<file path="config.mk">
export PLATFORM = sky130hd
export DESIGN_NAME = rv_core_top
export DESIGN_NICKNAME = d
export VERILOG_FILES = /design/src/hw/core_pkg.sv /design/src/hw/fetch_if.sv /design/src/hw/rv_core_top.sv /design/src/hw/fetch_stage.sv /design/src/hw/execute_stage.sv /design/src/hw/load_store_unit.sv /design/src/hw/instr_decoder.sv /design/src/hw/reg_file.sv /design/src/hw/alu.sv
export SDC_FILE = /design/constraint.sdc
export NUM_CORES = 2
export LEC_CHECK = 0
export BUFFER_PORTS_ARGS = -buffer_cell sky130_fd_sc_hd__buf_2
export CORE_MARGIN = 2
export CORE_UTILIZATION = 30
export CTS_CLUSTER_DIAMETER = 60
export CTS_CLUSTER_SIZE = 20
export DETAILED_ROUTE_END_ITERATION = 10
export MAX_ROUTING_LAYER = met4
export PLACE_DENSITY_LB_ADDON = 0.25
export RECOVER_POWER = 25
export SLEW_MARGIN = 20
export SYNTH_ARGS = -nofsm -noshare
export SYNTH_HDL_FRONTEND = slang
export SYNTH_SLANG_ARGS = --single-unit
</file>
<file path="constraint.sdc">
create_clock -name clk -period 20 [get_ports clk]
set_input_delay 1 -clock clk [delete_from_list [all_inputs] [get_ports clk]]
set_output_delay 1 -clock clk [all_outputs]
set_load 0.005 [all_outputs]
</file>
<file path="src/hw/core_pkg.sv">
// Shared RV32I widths, encodings and the instruction word type used across the core
package core_pkg;

    localparam int XLEN       = 32;
    localparam int REG_ADDR_W = 5;
    localparam int ALU_OP_W   = 4;
    localparam int WB_SEL_W   = 2;

    // One fetched word, read through whichever format its opcode calls for
    typedef union packed {
        logic [XLEN-1:0] raw;
        struct packed {
            logic [6:0] funct7;
            logic [4:0] rs2;
            logic [4:0] rs1;
            logic [2:0] funct3;
            logic [4:0] rd;
            logic [6:0] opcode;
        } r;
        struct packed {
            logic [11:0] imm;
            logic [4:0]  rs1;
            logic [2:0]  funct3;
            logic [4:0]  rd;
            logic [6:0]  opcode;
        } i;
        struct packed {
            logic [6:0] imm_hi;
            logic [4:0] rs2;
            logic [4:0] rs1;
            logic [2:0] funct3;
            logic [4:0] imm_lo;
            logic [6:0] opcode;
        } s;
        struct packed {
            logic       imm12;
            logic [5:0] imm10_5;
            logic [4:0] rs2;
            logic [4:0] rs1;
            logic [2:0] funct3;
            logic [3:0] imm4_1;
            logic       imm11;
            logic [6:0] opcode;
        } b;
        struct packed {
            logic [19:0] imm;
            logic [4:0]  rd;
            logic [6:0]  opcode;
        } u;
        struct packed {
            logic       imm20;
            logic [9:0] imm10_1;
            logic       imm11;
            logic [7:0] imm19_12;
            logic [4:0] rd;
            logic [6:0] opcode;
        } j;
    } instr_t;

    localparam logic [6:0] OP_LUI    = 7'b0110111;
    localparam logic [6:0] OP_AUIPC  = 7'b0010111;
    localparam logic [6:0] OP_JAL    = 7'b1101111;
    localparam logic [6:0] OP_JALR   = 7'b1100111;
    localparam logic [6:0] OP_BRANCH = 7'b1100011;
    localparam logic [6:0] OP_LOAD   = 7'b0000011;
    localparam logic [6:0] OP_STORE  = 7'b0100011;
    localparam logic [6:0] OP_IMM    = 7'b0010011;
    localparam logic [6:0] OP_REG    = 7'b0110011;

    // Low bits follow funct3, bit 3 is the alternate form (SUB, SRA)
    localparam logic [ALU_OP_W-1:0] ALU_ADD  = 4'b0000;
    localparam logic [ALU_OP_W-1:0] ALU_SUB  = 4'b1000;
    localparam logic [ALU_OP_W-1:0] ALU_SLL  = 4'b0001;
    localparam logic [ALU_OP_W-1:0] ALU_SLT  = 4'b0010;
    localparam logic [ALU_OP_W-1:0] ALU_SLTU = 4'b0011;
    localparam logic [ALU_OP_W-1:0] ALU_XOR  = 4'b0100;
    localparam logic [ALU_OP_W-1:0] ALU_SRL  = 4'b0101;
    localparam logic [ALU_OP_W-1:0] ALU_SRA  = 4'b1101;
    localparam logic [ALU_OP_W-1:0] ALU_OR   = 4'b0110;
    localparam logic [ALU_OP_W-1:0] ALU_AND  = 4'b0111;

    localparam logic [WB_SEL_W-1:0] WB_ALU   = 2'b00;
    localparam logic [WB_SEL_W-1:0] WB_LOAD  = 2'b01;
    localparam logic [WB_SEL_W-1:0] WB_PC4   = 2'b10;
    localparam logic [WB_SEL_W-1:0] WB_ADDER = 2'b11;

    localparam logic [2:0] F3_B  = 3'b000;
    localparam logic [2:0] F3_H  = 3'b001;
    localparam logic [2:0] F3_W  = 3'b010;
    localparam logic [2:0] F3_BU = 3'b100;
    localparam logic [2:0] F3_HU = 3'b101;

endpackage
</file>
<file path="src/hw/fetch_if.sv">
// Fetch to execute link, one instruction per valid/ready transfer and a redirect back
`timescale 1ns/1ps

interface fetch_if;

    logic                      valid;
    core_pkg::instr_t          instr;
    logic [core_pkg::XLEN-1:0] pc;
    logic                      ready;
    // One-cycle pulse on a taken branch or jump
    logic                      redirect;
    logic [core_pkg::XLEN-1:0] redirect_pc;

    modport fetch (output valid, instr, pc, input ready, redirect, redirect_pc);
    modport execute (input valid, instr, pc, output ready, redirect, redirect_pc);

endinterface

</file>
<file path="src/hw/rv_core_top.sv">
// RV32I core top with a fetch and an execute stage behind two plain memory ports
`timescale 1ns/1ps

module rv_core_top #(
    parameter logic [core_pkg::XLEN-1:0] RESET_PC = '0
) (
    input  logic                      clk,
    input  logic                      rst_n,
    input  logic                      i_imem_ready,
    input  logic [core_pkg::XLEN-1:0] i_imem_rdata,
    output logic                      o_imem_valid,
    output logic [core_pkg::XLEN-1:0] o_imem_addr,
    input  logic                      i_dmem_ready,
    input  logic [core_pkg::XLEN-1:0] i_dmem_rdata,
    output logic                      o_dmem_valid,
    output logic                      o_dmem_we,
    output logic [core_pkg::XLEN-1:0] o_dmem_addr,
    output logic [core_pkg::XLEN-1:0] o_dmem_wdata,
    output logic [3:0]                o_dmem_be
);

    fetch_if u_fif ();

    fetch_stage #(
        .RESET_PC(RESET_PC)
    ) u_fetch (
        .clk(clk),
        .rst_n(rst_n),
        .i_imem_ready(i_imem_ready),
        .i_imem_rdata(i_imem_rdata),
        .o_imem_valid(o_imem_valid),
        .o_imem_addr(o_imem_addr),
        .f(u_fif.fetch)
    );

    execute_stage u_exec (
        .clk(clk),
        .rst_n(rst_n),
        .f(u_fif.execute),
        .i_dmem_ready(i_dmem_ready),
        .i_dmem_rdata(i_dmem_rdata),
        .o_dmem_valid(o_dmem_valid),
        .o_dmem_we(o_dmem_we),
        .o_dmem_addr(o_dmem_addr),
        .o_dmem_wdata(o_dmem_wdata),
        .o_dmem_be(o_dmem_be)
    );

endmodule

</file>
<file path="src/hw/fetch_stage.sv">
// Fetch stage that requests instruction words and holds one for execute in a buffer
`timescale 1ns/1ps

module fetch_stage #(
    parameter logic [core_pkg::XLEN-1:0] RESET_PC = '0
) (
    input  logic                      clk,
    input  logic                      rst_n,
    input  logic                      i_imem_ready,
    input  logic [core_pkg::XLEN-1:0] i_imem_rdata,
    output logic                      o_imem_valid,
    output logic [core_pkg::XLEN-1:0] o_imem_addr,
    fetch_if.fetch                    f
);

    logic [core_pkg::XLEN-1:0] pc;
    logic [core_pkg::XLEN-1:0] redir_pc;
    logic                      req_active;
    logic                      discard;
    logic                      buf_valid;
    core_pkg::instr_t          buf_instr;
    logic [core_pkg::XLEN-1:0] buf_pc;
    logic                      hs;
    logic                      keep;
    logic                      buf_free;

    assign hs = req_active & i_imem_ready;
    // Returned word goes to the buffer unless a redirect has overtaken it
    assign keep = hs & ~discard & ~f.redirect;
    // Buffer is empty next cycle, so a new request may start
    assign buf_free = ~keep & (~buf_valid | f.ready | f.redirect);

    assign o_imem_valid = req_active;
    assign o_imem_addr  = pc;
    assign f.valid      = buf_valid;
    assign f.instr      = buf_instr;
    assign f.pc         = buf_pc;

    always_ff @(posedge clk) begin
        if (!rst_n) begin
            req_active <= 1'b0;
            discard    <= 1'b0;
            buf_valid  <= 1'b0;
            pc         <= RESET_PC;
        end else begin
            req_active <= (req_active & ~hs) | buf_free;
            buf_valid  <= keep | (buf_valid & ~f.ready & ~f.redirect);
            if (f.redirect && req_active && !hs) begin
                // Address must hold, so park the target until the old word returns
                discard  <= 1'b1;
                redir_pc <= f.redirect_pc;
            end else if (f.redirect) begin
                discard <= 1'b0;
                pc      <= f.redirect_pc;
            end else if (hs) begin
                discard <= 1'b0;
                pc      <= discard ? redir_pc : pc + 32'd4;
            end
        end
    end

    always_ff @(posedge clk) begin
        if (hs) begin
            buf_instr.raw <= i_imem_rdata;
            buf_pc        <= pc;
        end
    end

endmodule

</file>
<file path="src/hw/execute_stage.sv">
// Execute stage that decodes, runs the ALU or a memory access, writes back and redirects
`timescale 1ns/1ps

module execute_stage (
    input  logic                      clk,
    input  logic                      rst_n,
    fetch_if.execute                  f,
    input  logic                      i_dmem_ready,
    input  logic [core_pkg::XLEN-1:0] i_dmem_rdata,
    output logic                      o_dmem_valid,
    output logic                      o_dmem_we,
    output logic [core_pkg::XLEN-1:0] o_dmem_addr,
    output logic [core_pkg::XLEN-1:0] o_dmem_wdata,
    output logic [3:0]                o_dmem_be
);

    logic [core_pkg::REG_ADDR_W-1:0] rs1;
    logic [core_pkg::REG_ADDR_W-1:0] rs2;
    logic [core_pkg::REG_ADDR_W-1:0] rd;
    logic [core_pkg::XLEN-1:0]       imm;
    logic [core_pkg::ALU_OP_W-1:0]   alu_op;
    logic                            alu_use_imm;
    logic                            reg_write;
    logic [core_pkg::WB_SEL_W-1:0]   wb_sel;
    logic                            is_load;
    logic                            is_store;
    logic                            is_branch;
    logic                            is_jump;
    logic                            adder_from_reg;
    logic [2:0]                      funct3;
    logic [core_pkg::XLEN-1:0]       rdata1;
    logic [core_pkg::XLEN-1:0]       rdata2;
    logic [core_pkg::XLEN-1:0]       alu_b;
    logic [core_pkg::XLEN-1:0]       alu_result;
    logic                            branch_taken;
    logic [core_pkg::XLEN-1:0]       adder_sum;
    logic [core_pkg::XLEN-1:0]       adder_result;
    logic [core_pkg::XLEN-1:0]       load_data;
    logic                            mem_done;
    logic                            is_mem;
    logic                            commit;
    logic [core_pkg::XLEN-1:0]       wb_data;

    instr_decoder u_dec (
        .i_instr(f.instr), .o_rs1(rs1), .o_rs2(rs2), .o_rd(rd), .o_imm(imm),
        .o_alu_op(alu_op), .o_alu_use_imm(alu_use_imm), .o_reg_write(reg_write),
        .o_wb_sel(wb_sel), .o_is_load(is_load), .o_is_store(is_store),
        .o_is_branch(is_branch), .o_is_jump(is_jump),
        .o_adder_from_reg(adder_from_reg), .o_funct3(funct3)
    );

    reg_file u_rf (
        .clk(clk), .i_rs1(rs1), .i_rs2(rs2), .o_rdata1(rdata1), .o_rdata2(rdata2),
        .i_we(commit & reg_write & rst_n), .i_rd(rd), .i_wdata(wb_data)
    );

    assign alu_b = alu_use_imm ? imm : rdata2;

    alu u_alu (
        .i_op(alu_op), .i_a(rdata1), .i_b(alu_b), .i_funct3(funct3),
        .o_result(alu_result), .o_branch_taken(branch_taken)
    );

    // Second adder gives branch, JAL, JALR and AUIPC targets
    assign adder_sum    = (adder_from_reg ? rdata1 : f.pc) + imm;
    assign adder_result = adder_from_reg ? {adder_sum[core_pkg::XLEN-1:1], 1'b0} : adder_sum;

    assign is_mem = is_load | is_store;

    load_store_unit u_lsu (
        .i_start(f.valid & is_mem), .i_is_store(is_store), .i_addr(alu_result),
        .i_store_data(rdata2), .i_funct3(funct3), .i_dmem_ready(i_dmem_ready),
        .i_dmem_rdata(i_dmem_rdata), .o_dmem_valid(o_dmem_valid), .o_dmem_we(o_dmem_we),
        .o_dmem_addr(o_dmem_addr), .o_dmem_wdata(o_dmem_wdata), .o_dmem_be(o_dmem_be),
        .o_load_data(load_data), .o_done(mem_done)
    );

    // Memory instructions wait here until the data port answers
    assign f.ready = ~is_mem | mem_done;
    assign commit  = f.valid & f.ready;

    always_comb begin
        case (wb_sel)
            core_pkg::WB_LOAD:  wb_data = load_data;
            core_pkg::WB_PC4:   wb_data = f.pc + 32'd4;
            core_pkg::WB_ADDER: wb_data = adder_result;
            default:            wb_data = alu_result;
        endcase
    end

    assign f.redirect    = commit & (is_jump | (is_branch & branch_taken));
    assign f.redirect_pc = adder_result;

endmodule

</file>
<file path="src/hw/load_store_unit.sv">
// Data port request, store lane alignment with byte enables, and load extension
`timescale 1ns/1ps

module load_store_unit (
    input  logic                      i_start,
    input  logic                      i_is_store,
    input  logic [core_pkg::XLEN-1:0] i_addr,
    input  logic [core_pkg::XLEN-1:0] i_store_data,
    input  logic [2:0]                i_funct3,
    input  logic                      i_dmem_ready,
    input  logic [core_pkg::XLEN-1:0] i_dmem_rdata,
    output logic                      o_dmem_valid,
    output logic                      o_dmem_we,
    output logic [core_pkg::XLEN-1:0] o_dmem_addr,
    output logic [core_pkg::XLEN-1:0] o_dmem_wdata,
    output logic [3:0]                o_dmem_be,
    output logic [core_pkg::XLEN-1:0] o_load_data,
    output logic                      o_done
);

    logic [core_pkg::XLEN-1:0] shifted;

    assign o_dmem_valid = i_start;
    assign o_dmem_we    = i_is_store;
    assign o_dmem_addr  = {i_addr[core_pkg::XLEN-1:2], 2'b00};
    assign o_done       = i_start & i_dmem_ready;

    // Replicating the low bytes puts them on every lane, enables pick the right one
    always_comb begin
        case (i_funct3)
            core_pkg::F3_B, core_pkg::F3_BU: begin
                o_dmem_wdata = {4{i_store_data[7:0]}};
                o_dmem_be    = 4'b0001 << i_addr[1:0];
            end
            core_pkg::F3_H, core_pkg::F3_HU: begin
                o_dmem_wdata = {2{i_store_data[15:0]}};
                o_dmem_be    = 4'b0011 << {i_addr[1], 1'b0};
            end
            core_pkg::F3_W: begin
                o_dmem_wdata = i_store_data;
                o_dmem_be    = 4'b1111;
            end
            default: begin
                o_dmem_wdata = i_store_data;
                o_dmem_be    = 4'b0000;
            end
        endcase
    end

    // Bring the addressed lane down to bit 0 before extending
    assign shifted = i_dmem_rdata >> {i_addr[1:0], 3'b000};

    always_comb begin
        case (i_funct3)
            core_pkg::F3_B:  o_load_data = {{24{shifted[7]}}, shifted[7:0]};
            core_pkg::F3_BU: o_load_data = {24'b0, shifted[7:0]};
            core_pkg::F3_H:  o_load_data = {{16{shifted[15]}}, shifted[15:0]};
            core_pkg::F3_HU: o_load_data = {16'b0, shifted[15:0]};
            default:         o_load_data = i_dmem_rdata;
        endcase
    end

endmodule

</file>
<file path="src/hw/instr_decoder.sv">
// Decodes one RV32I word into register addresses, immediate and execute controls
`timescale 1ns/1ps

module instr_decoder (
    input  core_pkg::instr_t                   i_instr,
    output logic [core_pkg::REG_ADDR_W-1:0]    o_rs1,
    output logic [core_pkg::REG_ADDR_W-1:0]    o_rs2,
    output logic [core_pkg::REG_ADDR_W-1:0]    o_rd,
    output logic [core_pkg::XLEN-1:0]          o_imm,
    output logic [core_pkg::ALU_OP_W-1:0]      o_alu_op,
    output logic                               o_alu_use_imm,
    output logic                               o_reg_write,
    output logic [core_pkg::WB_SEL_W-1:0]      o_wb_sel,
    output logic                               o_is_load,
    output logic                               o_is_store,
    output logic                               o_is_branch,
    output logic                               o_is_jump,
    output logic                               o_adder_from_reg,
    output logic [2:0]                         o_funct3
);

    logic [6:0] opcode;
    logic [2:0] funct3;
    logic       alt_op;

    assign opcode   = i_instr.r.opcode;
    assign funct3   = i_instr.r.funct3;
    assign o_funct3 = funct3;
    assign o_rs2    = i_instr.r.rs2;
    assign o_rd     = i_instr.r.rd;
    // LUI reads x0 so the ALU just passes its immediate
    assign o_rs1 = (opcode == core_pkg::OP_LUI) ? '0 : i_instr.r.rs1;
    // Bit 30 picks SRA for both forms, SUB only for register form
    assign alt_op = i_instr.r.funct7[5] &&
                    (funct3 == 3'b101 || (opcode == core_pkg::OP_REG && funct3 == 3'b000));

    always_comb begin
        o_imm            = {{20{i_instr.i.imm[11]}}, i_instr.i.imm};
        o_alu_op         = core_pkg::ALU_ADD;
        o_alu_use_imm    = 1'b0;
        o_reg_write      = 1'b0;
        o_wb_sel         = core_pkg::WB_ALU;
        o_is_load        = 1'b0;
        o_is_store       = 1'b0;
        o_is_branch      = 1'b0;
        o_is_jump        = 1'b0;
        o_adder_from_reg = 1'b0;
        case (opcode)
            core_pkg::OP_LUI: begin
                o_imm         = {i_instr.u.imm, 12'b0};
                o_alu_use_imm = 1'b1;
                o_reg_write   = 1'b1;
            end
            core_pkg::OP_AUIPC: begin
                o_imm       = {i_instr.u.imm, 12'b0};
                o_reg_write = 1'b1;
                o_wb_sel    = core_pkg::WB_ADDER;
            end
            core_pkg::OP_JAL: begin
                o_imm       = {{11{i_instr.j.imm20}}, i_instr.j.imm20, i_instr.j.imm19_12,
                               i_instr.j.imm11, i_instr.j.imm10_1, 1'b0};
                o_reg_write = 1'b1;
                o_wb_sel    = core_pkg::WB_PC4;
                o_is_jump   = 1'b1;
            end
            core_pkg::OP_JALR: begin
                o_reg_write      = 1'b1;
                o_wb_sel         = core_pkg::WB_PC4;
                o_is_jump        = 1'b1;
                o_adder_from_reg = 1'b1;
            end
            core_pkg::OP_BRANCH: begin
                o_imm       = {{19{i_instr.b.imm12}}, i_instr.b.imm12, i_instr.b.imm11,
                               i_instr.b.imm10_5, i_instr.b.imm4_1, 1'b0};
                o_is_branch = 1'b1;
            end
            core_pkg::OP_LOAD: begin
                o_alu_use_imm = 1'b1;
                o_reg_write   = 1'b1;
                o_wb_sel      = core_pkg::WB_LOAD;
                o_is_load     = 1'b1;
            end
            core_pkg::OP_STORE: begin
                o_imm         = {{20{i_instr.s.imm_hi[6]}}, i_instr.s.imm_hi, i_instr.s.imm_lo};
                o_alu_use_imm = 1'b1;
                o_is_store    = 1'b1;
            end
            core_pkg::OP_IMM: begin
                o_alu_op      = {alt_op, funct3};
                o_alu_use_imm = 1'b1;
                o_reg_write   = 1'b1;
            end
            core_pkg::OP_REG: begin
                o_alu_op    = {alt_op, funct3};
                o_reg_write = 1'b1;
            end
            // FENCE, SYSTEM and unknown words retire with no effect
            default: ;
        endcase
    end

endmodule

</file>
<file path="src/hw/reg_file.sv">
// Register file with two asynchronous read ports and one clocked write port
`timescale 1ns/1ps

module reg_file (
    input  logic                            clk,
    input  logic [core_pkg::REG_ADDR_W-1:0] i_rs1,
    input  logic [core_pkg::REG_ADDR_W-1:0] i_rs2,
    output logic [core_pkg::XLEN-1:0]       o_rdata1,
    output logic [core_pkg::XLEN-1:0]       o_rdata2,
    input  logic                            i_we,
    input  logic [core_pkg::REG_ADDR_W-1:0] i_rd,
    input  logic [core_pkg::XLEN-1:0]       i_wdata
);

    // x0 has no storage
    logic [core_pkg::XLEN-1:0] regs [1:31];

    assign o_rdata1 = (i_rs1 == '0) ? '0 : regs[i_rs1];
    assign o_rdata2 = (i_rs2 == '0) ? '0 : regs[i_rs2];

    always_ff @(posedge clk) begin
        if (i_we && i_rd != '0) begin
            regs[i_rd] <= i_wdata;
        end
    end

endmodule

</file>
<file path="src/hw/alu.sv">
// Integer ALU for RV32I operations plus the branch condition on the same operands
`timescale 1ns/1ps

module alu (
    input  logic [core_pkg::ALU_OP_W-1:0] i_op,
    input  logic [core_pkg::XLEN-1:0]     i_a,
    input  logic [core_pkg::XLEN-1:0]     i_b,
    input  logic [2:0]                    i_funct3,
    output logic [core_pkg::XLEN-1:0]     o_result,
    output logic                          o_branch_taken
);

    logic       lt_s;
    logic       lt_u;
    logic       eq;
    logic [4:0] shamt;

    assign lt_s  = $signed(i_a) < $signed(i_b);
    assign lt_u  = i_a < i_b;
    assign eq    = i_a == i_b;
    assign shamt = i_b[4:0];

    always_comb begin
        case (i_op)
            core_pkg::ALU_ADD:  o_result = i_a + i_b;
            core_pkg::ALU_SUB:  o_result = i_a - i_b;
            core_pkg::ALU_SLL:  o_result = i_a << shamt;
            core_pkg::ALU_SLT:  o_result = {{(core_pkg::XLEN-1){1'b0}}, lt_s};
            core_pkg::ALU_SLTU: o_result = {{(core_pkg::XLEN-1){1'b0}}, lt_u};
            core_pkg::ALU_XOR:  o_result = i_a ^ i_b;
            core_pkg::ALU_SRL:  o_result = i_a >> shamt;
            core_pkg::ALU_SRA:  o_result = $signed(i_a) >>> shamt;
            core_pkg::ALU_OR:   o_result = i_a | i_b;
            core_pkg::ALU_AND:  o_result = i_a & i_b;
            default:            o_result = '0;
        endcase
    end

    // BEQ, BNE, BLT, BGE, BLTU, BGEU by funct3
    always_comb begin
        case (i_funct3)
            3'b000:  o_branch_taken = eq;
            3'b001:  o_branch_taken = ~eq;
            3'b100:  o_branch_taken = lt_s;
            3'b101:  o_branch_taken = ~lt_s;
            3'b110:  o_branch_taken = lt_u;
            3'b111:  o_branch_taken = ~lt_u;
            default: o_branch_taken = 1'b0;
        endcase
    end

endmodule

</file>
Yosys cells after proc, flatten, opt, wreduce, memory -nomap -nowiden:

Memories as Yosys holds them, arrays and structs flattened. A register that Yosys moved wholly into a read port is not among the register bits.
Cells that the tools add are included.

* bits in writable memories: 992
* bits in latches: 0
* word-level logic and storage cells: 138
* bits in read-only memories: 0
* memories kept: 1
* flip-flop bits (word level): 131
* input port bits: 68

Memories
* u_exec.u_rf.regs: words 31, bits a word 32, rd ports 2, clocked after memory_dff 1, write ports 1, RTL line reg_file.sv:16 `logic [core_pkg::XLEN-1:0] regs [1:31];`

* $lt $le $gt $ge: 2
* muxes and demuxes: 31
* bitwise logic cells: 35
* div/mod/pow operators: 0
* $add $sub $neg: 5
* shift-type cells: 6
* multipliers: 0
* reduce and logical (&&, ||, !) cells: 23
* eq/ne operators: 28

Operator list (count)
* 32-bit one-hot mux with 10 select lines: 1
* 32-bit 2-to-1 mux: 7
* 32-bit one-hot mux with 4 select lines: 1
* 31-bit one-hot mux with 4 select lines: 1
* 32-bit one-hot mux with 3 select lines: 1
* 32-bit by 3-bit adder with 32-bit output (second input constant): 2
* 32-bit adder: 2
* 32-bit < comparator: 2
* 32-bit one-hot mux with 2 select lines: 1
* 32-bit bitwise AND: 1
* 32-bit equality test: 1
* 32-bit bitwise OR: 1
* 32-bit by 5-bit << shifter with 32-bit output: 1
* 32-bit by 5-bit >> shifter with 16-bit output: 1
* 32-bit by 5-bit >> shifter with 32-bit output: 1
* 32-bit by 5-bit >>> shifter with 32-bit output: 1
* 32-bit subtractor: 1
* 32-bit XOR: 1
* 7-bit by 6-bit equality test with 1-bit output (second input constant): 3
* 7-bit equality test (second input constant): 3
* 4-bit by 3-bit equality test with 1-bit output (second input constant): 4
* 1-bit bitwise AND: 14
* 7-bit by 5-bit equality test with 1-bit output (second input constant): 2
* 1-bit 2-to-1 mux: 13
* 31 further kinds: 64

Logic depth before layout (Yosys ltp):

* word-level depth: 15
* gate-level depth with buffers: 32
* depth with buffers taken out: 23

Modules after synthesis:

A second synthesis with hierarchy kept.

* cell total of the unflattened synthesis: 5117
* area total of the unflattened synthesis: 66528.8 µm²

By module, submodules not included
* reg_file: cells each 2601, area each 46498.3 µm², instances 1
* alu: cells each 1333, area each 8899.8 µm², instances 1
* fetch_stage: cells each 429, area each 5258.8 µm², instances 1
* execute_stage: cells each 437, area each 3681.0 µm², instances 1
* load_store_unit: cells each 221, area each 1534.0 µm², instances 1
* instr_decoder: cells each 96, area each 656.9 µm², instances 1

Worst setup path before layout:

OpenSTA, ideal clock, no wires.

* kind: register -> register
* start point: register (tool-made name)
* end point: memory u_exec.u_rf.regs[10][10] in the netlist's numbering (data pin)
* data required time: 19.541 ns
* setup slack: 11.524 ns
* cell stages (with the launch flop): 27
* clock period less this slack: 8.476 ns
* path buffers: 9
* arrival time: 8.017 ns
* cell sequence: dfxtp_1 -> buf_4 -> buf_6 -> buf_6 -> buf_4 -> buf_2 -> buf_1 -> buf_1 -> clkbuf_1 -> mux2i_1 -> a21oi_1 -> mux4_2 -> mux2i_1 -> nor2_1 -> o21a_1 -> ha_1 -> clkbuf_1 -> nor4_1 -> nand3_1 -> nand3b_1 -> a2111oi_0 -> or3b_2 -> a31oi_1 -> o21ai_0 -> o21a_1 -> a221oi_1 -> o31ai_1

RTL lines (RTL line)
* end, declared: reg_file.sv:16

Worst setup path in the final report:

* start point: register u_fetch.buf_instr (netlist bit u_fetch.f.instr[15])
* end point: output o_dmem_addr[30] in the netlist's numbering

* cells in the longest elaborated chain, start to end: 5
* elaborated cells between the ends (all ways): 15
* classes of those cells: 2 x add/sub; 3 x shift; 5 x mux; 3 x bitwise; 1 x reduce/logical; 1 x memory

RTL lines
* start, declared: RTL line fetch_stage.sv:21 `core_pkg::instr_t buf_instr;`
* 5-bit 2-to-1 mux: RTL line instr_decoder.sv:32 `assign o_rs1 = (opcode == core_pkg::OP_LUI) ? '0 : i_instr.r.rs1;`
* memory 31 x 32 bit / 5-bit logical NOT (equally long branches)
* 32-bit 2-to-1 mux: RTL line reg_file.sv:18 `assign o_rdata1 = (i_rs1 == '0) ? '0 : regs[i_rs1];`
* 32-bit subtractor, or another cell as far along: RTL line alu.sv:26 `core_pkg::ALU_SUB: o_result = i_a - i_b;`
* 32-bit one-hot mux with 10 select lines *: RTL line alu.sv:24 `case (i_op)`
* end, declared: RTL line rv_core_top.sv:17 `output logic [core_pkg::XLEN-1:0] o_dmem_addr,`

Every way passes the cells marked *; elsewhere a longest branch is shown, timed or not.

==> impl_metrics.json <==
{
  "rsz0062_at_grt": "false",
  "cts_resized": 0,
  "pwr-share-seq_pct": 42.2,
  "insertion_delay_ns": 0.78,
  "synth-edff-count": 1088,
  "fin_tns_setup_ns": 0,
  "wl_microns": 305000,
  "drtPass1Iterations": 8,
  "yosysWarnings": 0,
  "final_net_count": 5572,
  "synth.area.top_cells": "edfxtp_1 (50%), mux4_2 (13%), mux2i_1 (4.0%)",
  "fin_crit_sh_pct": 60.6,
  "critPathCaptureType": "primary output",
  "power_frac_clock_pct": 30.8,
  "pwr_density_cell_nw_per_um2": 93.2,
  "cp.arrival_ns": 11.11,
  "hold_buffers": 0,
  "synthDistinctLibCells": 101,
  "avgSynthCellArea_sq_um": 12.4,
  "drive_above_1_share_pct": 19.9,
  "multi_input_area_sq_um": 30400,
  "syn_to_final_growth_pct": 12.6,
  "synthArstFlopShare_pct": 0,
  "wl_per_cell_microns": 36.6,
  "synth_seq_area_share_pct": 50.9,
  "cts_setup_buffers": 0,
  "final_area_sq_um": 74000,
  "total_power_mw": 6.90,
  "dpl-instance-area_sq_um": 70600,
  "regArea_sq_um": 33500,
  "die_w_microns": 472,
  "synth_ff_type": "edfxtp_1",
  "utilization_pct": 34.0,
  "drv_slew": 570,
  "ir_drop_mv": 0.0788,
  "required_ns": 19.00,
  "critPathMaxFanout": 98,
  "die_h_microns": 472,
  "cp-start-kind": "flop",
  "intPower_mw": 4.50,
  "hold_path.class": "input port to flop",
  "syn_inst": 5291,
  "cts_buffers": 95,
  "combPwrFrac_pct": 27.0,
  "p_switching_mw": 2.40,
  "setup_violations": 0,
  "rows": 171,
  "place_hpwl_microns": 199000,
  "fmax_mhz": 82.6,
  "slew_headroom_pct": -207,
  "grt_max_degree": 127,
  "status": "finished, violations left",
  "coreArea_sq_um": 217000,
  "vias_per_cell": 6.30,
  "grt_pass1_wl_microns": 412000,
  "grt_use_total_pct": 27.2,
  "drv_cap": 18,
  "hold_depth": 1,
  "ys_ff_latch": 1128,
  "reg2regPathDepth": 28,
  "start_util_pct": 30.2,
  "path_class": "flop to primary output",
  "syn_area_sq_um": 65700,
  "yosys.area.top_type_share_pct": 49.7,
  "worst_pin_slew_ns": 4.61,
  "rrSetupSlack_ns": 8.06,
  "cts_root_buffer": "clkbuf_16",
  "cts_buffer_depth": 3,
  "p_sw_share_pct": 34.8,
  "cts.sinks": 1128,
  "dieArea_sq_um": 223000,
  "gp_congestion": 0.990,
  "pin_count": 171,
  "antenna_found_initial": 26,
  "synth_common_cells": "edfxtp_1 (1088), nor2_1 (439), nand2_1 (404)",
  "final_antenna_net_count": 0,
  "violations": "max-capacitance violations, max-slew violations",
  "synth_most_common_cell": "edfxtp_1",
  "fin_crit_ns": 12.11,
  "clock_skew_ns": 0.0743,
  "grt_overflow": 0,
  "hold_viol": 0,
  "n_fill_cell": 21400,
  "portBuffers": 168,
  "clkTransAtPathRegs_ns": 0.08,
  "cp_slowest_stage_delay_ns": 2.39,
  "vias": 52300,
  "htreeDepth": 3,
  "grt_pass1_vias": 49300,
  "drt_drc_violations_left": 0,
  "yosys.area.top_type": "edfxtp_1",
  "drt-initial-drc-count": 7699,
  "power_leakage_nw": 24.6,
  "cts_tree": "done",
  "cp_slowest_cell": "clkbuf_1"
}
## layout make-up
type                       instances  area share (%)
timing repair buffer             374            3.22
inverter                         152           0.776
antenna                           12          0.0406
sequential                      1128            45.3
clock inverter                    76            1.52
tap                             2854            4.83
multi-input combinational       3618            41.1
clock buffer                      99            3.23
## placed cells by master, fill, tap and decap left out, drive strengths merged, types with 24 or more instances in the layout
cell / count
and3: 44
mux2: 89
a221oi: 99
nand2b: 25
xnor2: 50
nor2b: 56
ha: 132
o211ai: 52
buf: 316
o221ai: 38
clkinv: 39
mux4: 369
a21oi: 324
nor2: 439
and2: 28
a211o: 24
mux2i: 266
o21ai: 280
inv: 169
nand3: 66
clkbuf: 157
o21bai: 26
xor2: 36
dfxtp: 40
o22ai: 95
o21a: 42
nor3: 69
nand2: 405
a211oi: 88
edfxtp: 1088
a31oi: 33
a21o: 56
a311oi: 28
a21boi: 33
## sequential cells by signal, summed over array words and instances, names as in the netlist, named ones only
register / cells
u_exec.u_rf.regs: 992
u_fetch.f.instr: 32
u_fetch.f.pc: 32
u_fetch.o_imem_addr: 32
u_fetch.redir_pc: 32
u_fetch.discard: 1
u_fetch.f.valid: 1
u_fetch.o_imem_valid: 1
## power by group through the flow
stage                     logic (mW)  clock network (mW)  registers (mW)
after floorplan                0.993                   0            2.94
after global placement          1.79                   0            2.96
after CTS                       1.80                2.15            2.91
final                           1.86                2.13            2.91
after detailed placement        1.80                   0            2.96
after global routing            1.92                2.23            2.91
## through the flow
step / instances / hold slack [ns] / setup WS [ns]
finish: 8313 / 0.422 / 7.89
global route: 8309 / 0.397 / 7.73
CTS: 8301 / 0.376 / 9.60
detailed placement: 8126 / 0.522 / 9.69
global placement: 8125 / 0.522 / 9.49
floorplan: 5292 / 0.455 / 11.52
## kinds of logic (layout without fill, tap and decap cells)
kind of cell	after synthesis	in the layout	share of synthesized area [%]
simple gates	1239	1239	8.53
fa+ha+maj	135	135	2.61
compound gates	1432	1432	14.9
other cells	1	14	0.00571
mux	724	724	18.3
flops	1128	1128	50.9
xor+xnor	86	86	1.15
buf+inv	546	701	3.63
## critical path: cells and delay by family, from the launching register on
kind,cells,cell delay [ns]
adders and majority gates,2,0.67
buffers and inverters,9,4.30
and+or+nand+nor,2,0.29
DFF,1,0.38
AOI/OAI and AO/OA,15,4.53
## final timing paths
path / endpoint / start
worst min register to register: u_fetch.f.pc[23] / u_fetch.o_imem_addr[23]
worst max-delay path: o_dmem_addr[30] / u_fetch.f.instr[15]
worst max register to register: u_exec.u_rf.regs[20][23] / u_fetch.f.instr[15]
worst min-delay path: u_fetch.f.instr[11] / i_imem_rdata[11]
## metal layers
layer	share of wire [%]	GRT usage, %	wire [microns]	vias up
met5	0	-	0	-
met4	6.3	14.4	19000	0
met3	9.7	5.44	29500	661
met2	44	40.5	135000	3342
met1	40	34.9	121000	27200
li1	-	-	-	21100
No activity file was read; power rests on OpenSTA's default activity.
